==> src/common/uart_bridge_config.svh <==
`ifndef UART_BRIDGE_CONFIG_SVH
`define UART_BRIDGE_CONFIG_SVH

// Clock cycles per UART bit.
`define UART_BAUD_DIV          434

// Idle bit times between address and data frames of a write.
`define UART_GAP_BITS          2

// Bit times allowed for a read response to start.
`define UART_RSP_TIMEOUT_BITS  24

// Command word layout.
`define UART_CMD_WIDTH         16
`define UART_OP_BIT            15
`define UART_ADDR_MSB          14
`define UART_ADDR_LSB          8

`endif
==> src/common/uart_bridge_pkg.sv <==
`default_nettype none

package uart_bridge_pkg;

  // Payload of one UART frame.
  typedef logic [7:0] uart_byte_t;

  // Operation bit of the command word.
  typedef enum logic
  {
    OP_READ  = 1'b0,
    OP_WRITE = 1'b1
  } cmd_op_e;

  // Command controller states.
  typedef enum logic [3:0]
  {
    IDLE      = 4'd0,
    SEND_ADDR = 4'd1,
    WAIT_ADDR = 4'd2,
    GAP       = 4'd3,  // Line idle between write frames.
    SEND_DATA = 4'd4,
    WAIT_DATA = 4'd5,
    WAIT_RSP  = 4'd6,  // Read response or timeout.
    RSP_DONE  = 4'd7
  } ctrl_state_e;

endpackage

`default_nettype wire

==> src/source/uart_cmd_bridge.sv <==
`default_nettype none
`timescale 1ns/100ps

`include "uart_bridge_config.svh"

module uart_cmd_bridge
  import uart_bridge_pkg::*;
(
  input  logic                       clk,
  input  logic                       rst_n,
  input  logic [`UART_CMD_WIDTH-1:0] cmd_in,
  input  logic                       cmd_vld,
  input  logic                       rx,
  output logic                       tx,
  output logic                       cmd_rdy,
  output uart_byte_t                 read_data,
  output logic                       read_rdy,
  output logic                       read_err
);

  logic       tx_start;
  uart_byte_t tx_byte;
  logic       tx_busy;
  logic       tx_done;
  uart_byte_t rx_byte;
  logic       rx_vld;
  logic       rx_parity_err;
  logic       rx_frame_err;
  logic       rx_active;

  uart_cmd_ctrl ctrl0 (
    .clk           (clk),
    .rst_n         (rst_n),
    .cmd_in        (cmd_in),
    .cmd_vld       (cmd_vld),
    .cmd_rdy       (cmd_rdy),
    .tx_start      (tx_start),
    .tx_byte       (tx_byte),
    .tx_busy       (tx_busy),
    .tx_done       (tx_done),
    .rx_byte       (rx_byte),
    .rx_vld        (rx_vld),
    .rx_parity_err (rx_parity_err),
    .rx_frame_err  (rx_frame_err),
    .rx_active     (rx_active),
    .read_data     (read_data),
    .read_rdy      (read_rdy),
    .read_err      (read_err)
  );

  uart_tx_frame #(
    .BAUD_DIV (`UART_BAUD_DIV)
  ) tx0 (
    .clk      (clk),
    .rst_n    (rst_n),
    .tx_start (tx_start),
    .tx_byte  (tx_byte),
    .tx       (tx),
    .tx_busy  (tx_busy),
    .tx_done  (tx_done)
  );

  // Receiver runs all the time, the controller filters by state.
  uart_rx_frame #(
    .BAUD_DIV (`UART_BAUD_DIV)
  ) rx0 (
    .clk           (clk),
    .rst_n         (rst_n),
    .rx            (rx),
    .rx_byte       (rx_byte),
    .rx_vld        (rx_vld),
    .rx_parity_err (rx_parity_err),
    .rx_frame_err  (rx_frame_err),
    .rx_active     (rx_active)
  );

endmodule

`default_nettype wire

==> src/source/uart_cmd_ctrl.sv <==
`default_nettype none
`timescale 1ns/100ps

`include "uart_bridge_config.svh"

module uart_cmd_ctrl
  import uart_bridge_pkg::*;
(
  input  logic                       clk,
  input  logic                       rst_n,
  input  logic [`UART_CMD_WIDTH-1:0] cmd_in,
  input  logic                       cmd_vld,
  output logic                       cmd_rdy,
  output logic                       tx_start,
  output uart_byte_t                 tx_byte,
  input  logic                       tx_busy,
  input  logic                       tx_done,
  input  uart_byte_t                 rx_byte,
  input  logic                       rx_vld,
  input  logic                       rx_parity_err,
  input  logic                       rx_frame_err,
  input  logic                       rx_active,
  output uart_byte_t                 read_data,
  output logic                       read_rdy,
  output logic                       read_err
);

  localparam int TICK_W = $clog2(`UART_BAUD_DIV);
  localparam int BITS_W = $clog2(`UART_RSP_TIMEOUT_BITS + `UART_GAP_BITS + 1);

  ctrl_state_e                state;
  ctrl_state_e                state_nxt;
  logic [`UART_CMD_WIDTH-1:0] cmd_q;
  cmd_op_e                    op;
  logic [TICK_W-1:0]          tick_cnt;
  logic [BITS_W-1:0]          bits_left;
  logic                       bit_tick;
  logic                       count_end;
  logic                       accept;
  logic                       rsp_clean;
  logic                       rsp_ok;

  assign accept    = cmd_vld && cmd_rdy;
  assign op        = cmd_op_e'(cmd_q[`UART_OP_BIT]);
  assign bit_tick  = (tick_cnt == TICK_W'(`UART_BAUD_DIV - 1));
  assign count_end = bit_tick && (bits_left == BITS_W'(1));
  assign rsp_clean = rx_vld && !rx_parity_err && !rx_frame_err;

  always_comb
  begin
    state_nxt = state;
    case (state)
      IDLE:      if (accept) state_nxt = SEND_ADDR;
      SEND_ADDR: if (!tx_busy) state_nxt = WAIT_ADDR;
      WAIT_ADDR: if (tx_done) state_nxt = (op == OP_WRITE) ? GAP : WAIT_RSP;
      GAP:       if (count_end) state_nxt = SEND_DATA;
      SEND_DATA: if (!tx_busy) state_nxt = WAIT_DATA;
      WAIT_DATA: if (tx_done) state_nxt = IDLE;
      WAIT_RSP:  if (rx_vld || (count_end && !rx_active)) state_nxt = RSP_DONE;
      RSP_DONE:  state_nxt = IDLE;
      default:   state_nxt = IDLE;
    endcase
  end

  always_ff @(posedge clk or negedge rst_n)
  begin
    if (!rst_n)
    begin
      state   <= IDLE;
      cmd_rdy <= 1'b1;
    end
    else
    begin
      state   <= state_nxt;
      cmd_rdy <= (state_nxt == IDLE);
    end
  end

  always_ff @(posedge clk)
  begin
    if (accept)
      cmd_q <= cmd_in;
  end

  // Bit period counter, shared by the write gap and the response timeout.
  always_ff @(posedge clk or negedge rst_n)
  begin
    if (!rst_n)
    begin
      tick_cnt  <= '0;
      bits_left <= '0;
    end
    else if (state == WAIT_ADDR && tx_done)
    begin
      tick_cnt  <= '0;
      bits_left <= (op == OP_WRITE) ? BITS_W'(`UART_GAP_BITS)
                                    : BITS_W'(`UART_RSP_TIMEOUT_BITS);
    end
    else if (state == GAP || (state == WAIT_RSP && !rx_active))  // Held once a start edge is seen.
    begin
      if (bit_tick)
      begin
        tick_cnt  <= '0;
        bits_left <= bits_left - 1'b1;
      end
      else
        tick_cnt <= tick_cnt + 1'b1;
    end
  end

  always_ff @(posedge clk or negedge rst_n)
  begin
    if (!rst_n)
      rsp_ok <= 1'b0;
    else if (state == WAIT_RSP)
      rsp_ok <= rsp_clean;  // Low on timeout.
  end

  always_ff @(posedge clk)
  begin
    if (state == WAIT_RSP && rsp_clean)
      read_data <= rx_byte;
  end

  assign tx_start = (state == SEND_ADDR || state == SEND_DATA) && !tx_busy;
  assign tx_byte  = (state == SEND_DATA) ? cmd_q[`UART_ADDR_LSB-1:0]
                  : {cmd_q[`UART_OP_BIT], cmd_q[`UART_ADDR_MSB:`UART_ADDR_LSB]};
  assign read_rdy = (state == RSP_DONE) && rsp_ok;
  assign read_err = (state == RSP_DONE) && !rsp_ok;

  a_rdy_in_idle: assert property (@(posedge clk) disable iff (!rst_n)
    cmd_rdy == (state == IDLE));

  // A result lasts one cycle and frees the host side right after.
  a_result_pulse: assert property (@(posedge clk) disable iff (!rst_n)
    (read_rdy || read_err) |=> cmd_rdy && !read_rdy && !read_err);

endmodule

`default_nettype wire

==> src/uart/uart_rx_frame.sv <==
`default_nettype none
`timescale 1ns/100ps

`include "uart_bridge_config.svh"

module uart_rx_frame
  import uart_bridge_pkg::*;
#(
  parameter int BAUD_DIV = `UART_BAUD_DIV
)
(
  input  logic       clk,
  input  logic       rst_n,
  input  logic       rx,
  output uart_byte_t rx_byte,
  output logic       rx_vld,
  output logic       rx_parity_err,
  output logic       rx_frame_err,
  output logic       rx_active
);

  localparam int CNT_W = $clog2(BAUD_DIV);
  localparam int HALF  = BAUD_DIV / 2;
  localparam logic [3:0] BIT_START  = 4'd0;
  localparam logic [3:0] BIT_PARITY = 4'd9;
  localparam logic [3:0] BIT_STOP   = 4'd10;

  logic             rx_meta;
  logic             rx_sync;
  logic             rx_sync_d;
  logic             fall_edge;
  logic [CNT_W-1:0] baud_cnt;
  logic [3:0]       bit_idx;
  logic             mid_bit;

  assign fall_edge = rx_sync_d && !rx_sync;
  assign mid_bit   = (baud_cnt == CNT_W'(HALF));

  always_ff @(posedge clk or negedge rst_n)
  begin
    if (!rst_n)
    begin
      rx_meta   <= 1'b1;
      rx_sync   <= 1'b1;
      rx_sync_d <= 1'b1;
    end
    else
    begin
      rx_meta   <= rx;
      rx_sync   <= rx_meta;
      rx_sync_d <= rx_sync;  // Edge detect.
    end
  end

  always_ff @(posedge clk or negedge rst_n)
  begin
    if (!rst_n)
    begin
      rx_active <= 1'b0;
      rx_vld    <= 1'b0;
      baud_cnt  <= '0;
      bit_idx   <= '0;
    end
    else
    begin
      rx_vld <= 1'b0;
      if (!rx_active)
      begin
        if (fall_edge)
        begin
          rx_active <= 1'b1;
          baud_cnt  <= '0;
          bit_idx   <= BIT_START;
        end
      end
      else if (mid_bit && bit_idx == BIT_START && rx_sync)
        rx_active <= 1'b0;  // Glitch, back to idle.
      else if (mid_bit && bit_idx == BIT_STOP)
      begin
        // Frame ends at the stop sample so a following start edge is not missed.
        rx_active <= 1'b0;
        rx_vld    <= 1'b1;
      end
      else if (baud_cnt == CNT_W'(BAUD_DIV - 1))
      begin
        baud_cnt <= '0;
        bit_idx  <= bit_idx + 1'b1;
      end
      else
        baud_cnt <= baud_cnt + 1'b1;
    end
  end

  always_ff @(posedge clk)
  begin
    if (rx_active && mid_bit)
    begin
      case (bit_idx)
        BIT_START:  ;
        BIT_PARITY: rx_parity_err <= rx_sync ^ (^rx_byte);
        BIT_STOP:   rx_frame_err  <= !rx_sync;
        default:    rx_byte       <= {rx_sync, rx_byte[7:1]};  // LSB first.
      endcase
    end
  end

  a_vld_single: assert property (@(posedge clk) disable iff (!rst_n)
    rx_vld |=> !rx_vld);

endmodule

`default_nettype wire

==> src/uart/uart_tx_frame.sv <==
`default_nettype none
`timescale 1ns/100ps

`include "uart_bridge_config.svh"

module uart_tx_frame
  import uart_bridge_pkg::*;
#(
  parameter int BAUD_DIV = `UART_BAUD_DIV
)
(
  input  logic       clk,
  input  logic       rst_n,
  input  logic       tx_start,
  input  uart_byte_t tx_byte,
  output logic       tx,
  output logic       tx_busy,
  output logic       tx_done
);

  localparam int CNT_W = $clog2(BAUD_DIV);
  localparam logic [3:0] BIT_STOP = 4'd10;

  logic [CNT_W-1:0] baud_cnt;
  logic [3:0]       bit_idx;
  logic [9:0]       frame_q;  // Stop, parity, data.
  logic             bit_end;

  assign bit_end = (baud_cnt == CNT_W'(BAUD_DIV - 1));
  assign tx_done = tx_busy && bit_end && (bit_idx == BIT_STOP);

  always_ff @(posedge clk or negedge rst_n)
  begin
    if (!rst_n)
    begin
      tx       <= 1'b1;
      tx_busy  <= 1'b0;
      baud_cnt <= '0;
      bit_idx  <= '0;
    end
    else if (tx_start)
    begin
      tx       <= 1'b0;  // Start bit.
      tx_busy  <= 1'b1;
      baud_cnt <= '0;
      bit_idx  <= '0;
    end
    else if (tx_busy)
    begin
      if (bit_end)
      begin
        baud_cnt <= '0;
        if (bit_idx == BIT_STOP)
          tx_busy <= 1'b0;
        else
        begin
          tx      <= frame_q[0];
          bit_idx <= bit_idx + 1'b1;
        end
      end
      else
        baud_cnt <= baud_cnt + 1'b1;
    end
  end

  // Even parity makes the count of ones over data and parity even.
  always_ff @(posedge clk)
  begin
    if (tx_start)
      frame_q <= {1'b1, ^tx_byte, tx_byte};
    else if (tx_busy && bit_end)
      frame_q <= {1'b1, frame_q[9:1]};
  end

  // The controller must wait for the line to free up.
  a_no_start_when_busy: assert property (@(posedge clk) disable iff (!rst_n)
    tx_start |-> !tx_busy);

endmodule

`default_nettype wire

==> config.mk <==
export PLATFORM = sky130hd
export DESIGN_NAME = uart_cmd_bridge
export DESIGN_NICKNAME = d
export VERILOG_FILES = /design/src/common/uart_bridge_pkg.sv /design/src/source/uart_cmd_bridge.sv /design/src/source/uart_cmd_ctrl.sv /design/src/uart/uart_rx_frame.sv /design/src/uart/uart_tx_frame.sv
export VERILOG_INCLUDE_DIRS = /design/src /design/src/common
export SDC_FILE = /design/constraint.sdc
export NUM_CORES = 1
export LEC_CHECK = 0
export BUFFER_PORTS_ARGS = -buffer_cell sky130_fd_sc_hd__buf_2
export CORE_MARGIN = 3
export CORE_UTILIZATION = 27
export DETAILED_ROUTE_END_ITERATION = 16
export GPL_ROUTABILITY_DRIVEN = 0
export SLEW_MARGIN = 20
export SYNTH_ARGS = -nofsm -noshare
export SYNTH_HDL_FRONTEND = slang
export SYNTH_SLANG_ARGS = --single-unit
==> constraint.sdc <==
create_clock -name clk -period 2.4 [get_ports clk]
set_clock_uncertainty 0.1 [all_clocks]
set_input_delay 0.48 -clock clk [delete_from_list [all_inputs] [get_ports clk]]
set_output_delay 0.48 -clock clk [all_outputs]
set_load 0.01 [all_outputs]
; ---- Word level (Yosys, flattened, before mapping)
; Index checks and enable logic that the tools add are counted.
; Widths: inputs -> output; s select.
[classes]
eq_ne = 19
n_reduce_logical = 46
n_addsub = 6
bitwise = 2
mux = 51
[op_table]
columns = op, n
row1 = $mux 9, 13
row2 = $mux 4, 16
row3 = $pmux 4 s7, 1
row4 = $add 9x1->9 const B, 3
row5 = $eq 9x9->1 const B, 3
row6 = $mux 5, 4
row7 = $logic_and 1x1->1, 18
row8 = $eq 4x3->1 const B, 4
row9 = $reduce_xor 8->1, 2
row10 = $mux 1, 15
row11 = $eq 4x4->1 const B, 3
row12 = $logic_not 4->1, 3
row13 = $reduce_bool 2->1, 6
row14 = $eq 9x8->1 const B, 1
row15 = $add 4x1->4 const B, 2
row16 = $eq 4x2->1 const B, 2
row17 = $mux 8, 1
row18 = $ne 2x2->1 const B, 4
row19 = $reduce_and 2->1, 4
row20 = $logic_not 1->1, 6
row21 = $reduce_and 3->1, 2
row22 = $eq 5x1->1 const B, 1
row23 = $sub 5x1->5 const B, 1
row24 = $eq 4x1->1 const B, 1
row25 = 6 further kinds, 8
[word_totals]
word_cells = 146
out_inout_bits = 12
inputBits = 20
register_bits = 96

; ---- Longest topological paths before layout
[logic_depth]
word_depth = 7
ltp_mapped = 8
mapped_depth_nobuf = 8

; ---- By module
; Synthesis repeated with hierarchy kept, for this count alone.
[unflattened]
cells_unflattened = 411
area_unflattened_um2 = 4780.8
[by_module_without_submodules]
columns = module, seq_area_each_um2, instances, cells_per_inst, area_each_um2
row1 = uart_cmd_ctrl, 1222.4, 1, 174, 2103.3
row2 = uart_rx_frame, 754.5, 1, 123, 1412.6
row3 = uart_tx_frame, 646.9, 1, 114, 1265.0

; ---- Least setup slack after synthesis
; No wires, ideal clock.
[synth_timing]
path_type = reg-to-reg
start = register ctrl0.state[1]
end = register ctrl0.read_data[0] (enable)
stages_incl_launch_ff = 4
path_buffers = 1
arrival_time_ps = 1842
setup_ps = 401
required_ps = 1899
period_less_slack_ps = 2344
slack_ps = 56
cell_sequence = dfrtp_1 > clkbuf_1 > nand4bb_1 > nor4b_1
[synth_between]
elab_chain_len = 2
[synth_lines]
columns = item, line
row1 = from (decl), uart_cmd_ctrl.sv:31  ; ctrl_state_e state;
row2 = from (signal assigned), uart_cmd_ctrl.sv:74  ; state <= state_nxt;
row3 = $eq 4x3->1, uart_cmd_ctrl.sv:121  ; if (state == WAIT_RSP && rsp_clean)
row4 = $logic_and 1x1->1, uart_cmd_ctrl.sv:121
row5 = to (signal assigned), uart_cmd_ctrl.sv:122  ; read_data <= rx_byte;
row6 = to (decl), uart_cmd_ctrl.sv:23  ; output uart_byte_t read_data,
; Every way passes these cells.
; A chain may end at the register's enable or synchronous reset.

; ---- Final worst setup path
[layout_timing]
start = register ctrl0.bits_left[1]
end = register ctrl0.cmd_rdy
[layout_between]
elab_chain_len = 7
elab_cells_between_ends = 8
classes_between = 1 x eq/ne / 3 x mux / 4 x reduce/logical
[layout_lines]
columns = item, line
row1 = from (decl), uart_cmd_ctrl.sv:36  ; logic [BITS_W-1:0] bits_left;
row2 = from (signal assigned), uart_cmd_ctrl.sv:96  ; bits_left <= (op == OP_WRITE) ? BITS_W'(`UART_GAP_BITS)
row3 = from (signal assigned), uart_cmd_ctrl.sv:104  ; bits_left <= bits_left - 1'b1;
row4 = $eq 5x1->1 *, uart_cmd_ctrl.sv:46  ; assign count_end = bit_tick && (bits_left == BITS_W'(1));
row5 = $logic_and 1x1->1 *, uart_cmd_ctrl.sv:46
row6 = $logic_and 1x1->1, uart_cmd_ctrl.sv:59  ; WAIT_RSP: if (rx_vld || (count_end && !rx_active)) state_nxt = RSP_DONE;
row7 = $logic_or 1x1->1, uart_cmd_ctrl.sv:59
row8 = $mux 4, uart_cmd_ctrl.sv:59
row9 = $pmux 4 s7 *, uart_cmd_ctrl.sv:52  ; case (state)
row10 = net ctrl0.state_nxt[0], uart_cmd_ctrl.sv:32  ; ctrl_state_e state_nxt;
row11 = $logic_not 4->1 *, uart_cmd_ctrl.sv:75  ; cmd_rdy <= (state_nxt == IDLE);
row12 = to (signal assigned), uart_cmd_ctrl.sv:75
row13 = to (decl), uart_cmd_ctrl.sv:13  ; output logic cmd_rdy,
; Mark *: on every way through the listed nets, which the timed path passes. The rest lies on a longest branch.

==> impl_metrics.env <==
export IMPL_yosysWarnings=0
export IMPL_finalNetCount=487
export IMPL_dp_cells=662
export IMPL_grt_pass1_wl_um=14820
export IMPL_worst_setup_path_type="flop to flop"
export IMPL_grt_pass1_vias=3104
export IMPL_cp_end_kind="flop"
export IMPL_routed_wl_um=8807
export IMPL_leakagePower_nw=2.121
export IMPL_grt_ovfl_total=0
export IMPL_cts_buffer_depth=2
export IMPL_cts_sinks=96
export IMPL_initial_core_util=0.2783
export IMPL_dieArea_mm2=0.01889
export IMPL_synth_compound_area_share=0.1030
export IMPL_crit_path_max_fanout=3
export IMPL_met3_length_um=233
export IMPL_path_clk_slew_ns=0.07
export IMPL_hold_buffers=0
export IMPL_cts_htree_levels=3
export IMPL_met2_length_um=4294
export IMPL_synth_nets=441
export IMPL_vias_per_cell=4.612
export IMPL_routed_top_layer="met4"
export IMPL_min_period_over_period=0.9423
export IMPL_final_cell_mix="dfrtp_1, edfxtp_1, nor2_1"
export IMPL_holdCritPathClass="primary input to asynchronous set/reset pin"
export IMPL_synth_cell_types=60
export IMPL_cts_made_buffers=9
export IMPL_core_mm2=0.01676
export IMPL_drc=0
export IMPL_antenna_found_initial=0
export IMPL_antenna_diode_count=0
export IMPL_area_delta_synth_final_pct=17.38
export IMPL_grt_max_degree=54
export IMPL_maxSlewHeadroom=0.5856
export IMPL_met1_length_um=4145
export IMPL_insertion_delay_ns=0.34
export IMPL_row_count=47
export IMPL_drtPass1Iterations=4
export IMPL_drt_iter0_markers=226
export IMPL_syn_area_mm2=0.004664
export IMPL_crit_required_ns=2.55
export IMPL_outcome="completed"
export IMPL_slew_viol_final=0
export IMPL_synth_flop_cell="dfrtp_1"
export IMPL_p_per_area_mw_per_mm2=816.1
export IMPL_synth_edff_count=43
export IMPL_worst_pin_slew_ns=0.6136
export IMPL_synth_mux_area_frac=0.02575
export IMPL_worst_ir_drop_vdd_v=0.0004081
export IMPL_synth_xor_area_frac=0.06760
export IMPL_postCtsSetupRepairBufs=0
export IMPL_avgSynthCellArea_um2=11.46
export IMPL_drive_gt1_frac=0.1769
export IMPL_vias=3127
export IMPL_cts_tree="built"
export IMPL_synth_fa_ha_area_frac=0.03755
export IMPL_syn_inst=407
export IMPL_finalSetupViolCount=0
export IMPL_portBuffers=31
export IMPL_min_period_ns=2.262
export IMPL_cts_root_buf="clkbuf_16"
export IMPL_crit_arrival_ns=2.41
export IMPL_yosysSeqAreaShare=0.5625
export IMPL_die_y_um=137.4
export IMPL_synth_simple_area_share=0.1778
export IMPL_wl_per_cell_um=12.99
export IMPL_start_kind="flop"
export IMPL_die_w_um=137.4
export IMPL_mostFrequentLayoutCell="dfrtp_1"
export IMPL_ant_nets=0
export IMPL_grt_setup_unrepaired="false"
export IMPL_hpwlAfterDp_um=6296
export IMPL_instances_no_fill=678
export IMPL_drv_cap=0
export IMPL_hold_viol=0
export IMPL_max_freq_mhz=442.2
export IMPL_ys_ff_latch=96
export IMPL_synthArstFlopShare=0.5521
export IMPL_fin_setup_tns_ns=0
export IMPL_nFillCells=1670
export IMPL_grt_usage=0.09643
export IMPL_ioPinCount=32
export IMPL_synth_top_family_by_area="simple AND/OR/NAND/NOR gates"
through the flow:
| step | instance area (um^2) | hold slack (ns) | worst slack [ns] | utilization | power [mW] |
|---|---|---|---|---|---|
| 3_3_place_gp | 5177 | 0.2486 | 0.2215 | 0.3089 | 3.083 |
| 4_1_cts | 5468 | 0.04594 | 0.09012 | 0.3262 | 4.510 |
| 2_1_floorplan | 4664 | 0.08441 | 0.05613 | - | 2.843 |
| 6_report | 5475 | 0.03261 | 0.1385 | 0.3267 | 4.468 |
| 3_5_place_dp | 5177 | 0.2516 | 0.1408 | 0.3089 | 3.122 |
| 5_1_grt | 5475 | 0.05199 | 0.001856 | 0.3267 | 4.747 |
metal layers:
metal / vias to the layer above / track usage
met5: - / 0
met4: 0 / 0.02827
met3: 17 / 0.02520
met2: 46 / 0.1578
met1: 1494 / 0.1256
li1: 1570 / -
worst paths after layout:
path	slack [ns]	startpoint	endpoint	cells after the start
setup / recovery	0.14	ctrl0.bits_left[1]$_DFFE_PN0P_	ctrl0.cmd_rdy$_DFF_PN1_	7
hold / removal	0.03	rst_n	tx0.baud_cnt[3]$_DFFE_PN0P_	2
setup reg to reg	0.14	ctrl0.bits_left[1]$_DFFE_PN0P_	ctrl0.cmd_rdy$_DFF_PN1_	7
hold reg to reg	0.26	rx0.rx_meta$_DFF_PN1_	rx0.rx_sync$_DFF_PN1_	0
max in group asynchronous	1.87	rst_n	ctrl0.cmd_rdy$_DFF_PN1_	2
min in group clk	0.14	rx	rx0.rx_meta$_DFF_PN1_	1
registers in the layout, summed over array words and instances, names as in the netlist, 5 cells and up:
| name | flops |
|---|---|
| ctrl0.cmd_q | 16 |
| ctrl0.bits_left | 5 |
| tx0.frame_q | 9 |
| tx0.baud_cnt | 9 |
| rx0.rx_byte | 8 |
| rx0.baud_cnt | 9 |
| ctrl0.tick_cnt | 9 |
| ctrl0.read_data | 8 |
layout make-up:
cell class	count	area, um^2	area share
sequential	96	2624	0.4792
tap	220	275.3	0.05027
multi-input combinational	284	1938	0.3540
clock inverter	6	51.30	0.009369
inverter	14	52.55	0.009598
clock buffer	10	239.0	0.04365
timing repair buffer	48	295.3	0.05393
synth_stat cells, types with 2 or more instances:
| cell type | n | area (um^2) |
|---|---|---|
| nor4bb_1 | 2 | 20.02 |
| a21o_1 | 4 | 30.03 |
| o2111ai_1 | 3 | 26.28 |
| ha_1 | 14 | 175.2 |
| nand3b_1 | 2 | 15.01 |
| mux2i_1 | 12 | 120.1 |
| clkbuf_1 | 8 | 30.03 |
| or4_1 | 4 | 30.03 |
| nand3_1 | 11 | 55.05 |
| and3_1 | 6 | 37.54 |
| nor3_1 | 5 | 25.02 |
| nor2_1 | 41 | 153.9 |
| buf_2 | 3 | 15.01 |
| nand4bb_1 | 3 | 33.78 |
| edfxtp_1 | 43 | 1291 |
| dfstp_2 | 5 | 131.4 |
| or3_1 | 3 | 18.77 |
| nand2b_1 | 11 | 68.82 |
| and2_1 | 3 | 18.77 |
| o21ai_0 | 26 | 130.1 |
| nand4b_1 | 6 | 52.55 |
| o21ai_1 | 2 | 10.01 |
| inv_1 | 13 | 48.80 |
| a21oi_1 | 19 | 95.09 |
| a31oi_1 | 2 | 12.51 |
| nor4_2 | 2 | 25.02 |
| xor2_1 | 14 | 122.6 |
| dfrtp_1 | 48 | 1201 |
| xnor2_1 | 22 | 192.7 |
| nor2b_1 | 4 | 25.02 |
| o31ai_1 | 4 | 30.03 |
| nand2_1 | 24 | 90.09 |
| or4b_1 | 2 | 20.02 |
| nand4_1 | 7 | 43.79 |
| o41ai_1 | 4 | 35.03 |
worst max-delay path, stage by stage (launching register included):
cell,delay [ns]
dfrtp_1,0.40
inv_1,0.10
ha_1,0.14
or4b_1,0.42
nor3_1,0.41
mux2i_1,0.26
o2111ai_1,0.15
nor3_1,0.19
report_power, final:
group | switching (mW) | internal (mW) | total, mW
Combinational | 0.455 | 0.399 | 0.854
Sequential | 0.260 | 1.98 | 2.24
Clock | 0.626 | 0.744 | 1.37
Total | 1.34 | 3.13 | 4.47
cell families (layout without fill, tap and decap cells):
| kind of cell | Yosys count | after routing |
|---|---|---|
| AO/OA/AOI/OAI | 75 | 75 |
| XOR/XNOR | 36 | 36 |
| adder cells (fa/ha/maj) | 14 | 14 |
| buffers and inverters | 27 | 78 |
| flip-flops | 96 | 96 |
| multiplexers | 12 | 12 |
| other | 1 | 1 |
| AND/OR/NAND/NOR | 146 | 146 |
timing repair:
| action | CTS | global route |
|---|---|---|
| hold endpoints to repair | 0 | 0 |
| setup endpoints to repair | 0 | 1 |
| gates resized for setup | 0 | 1 |
Power figures use the tool's default switching activity.
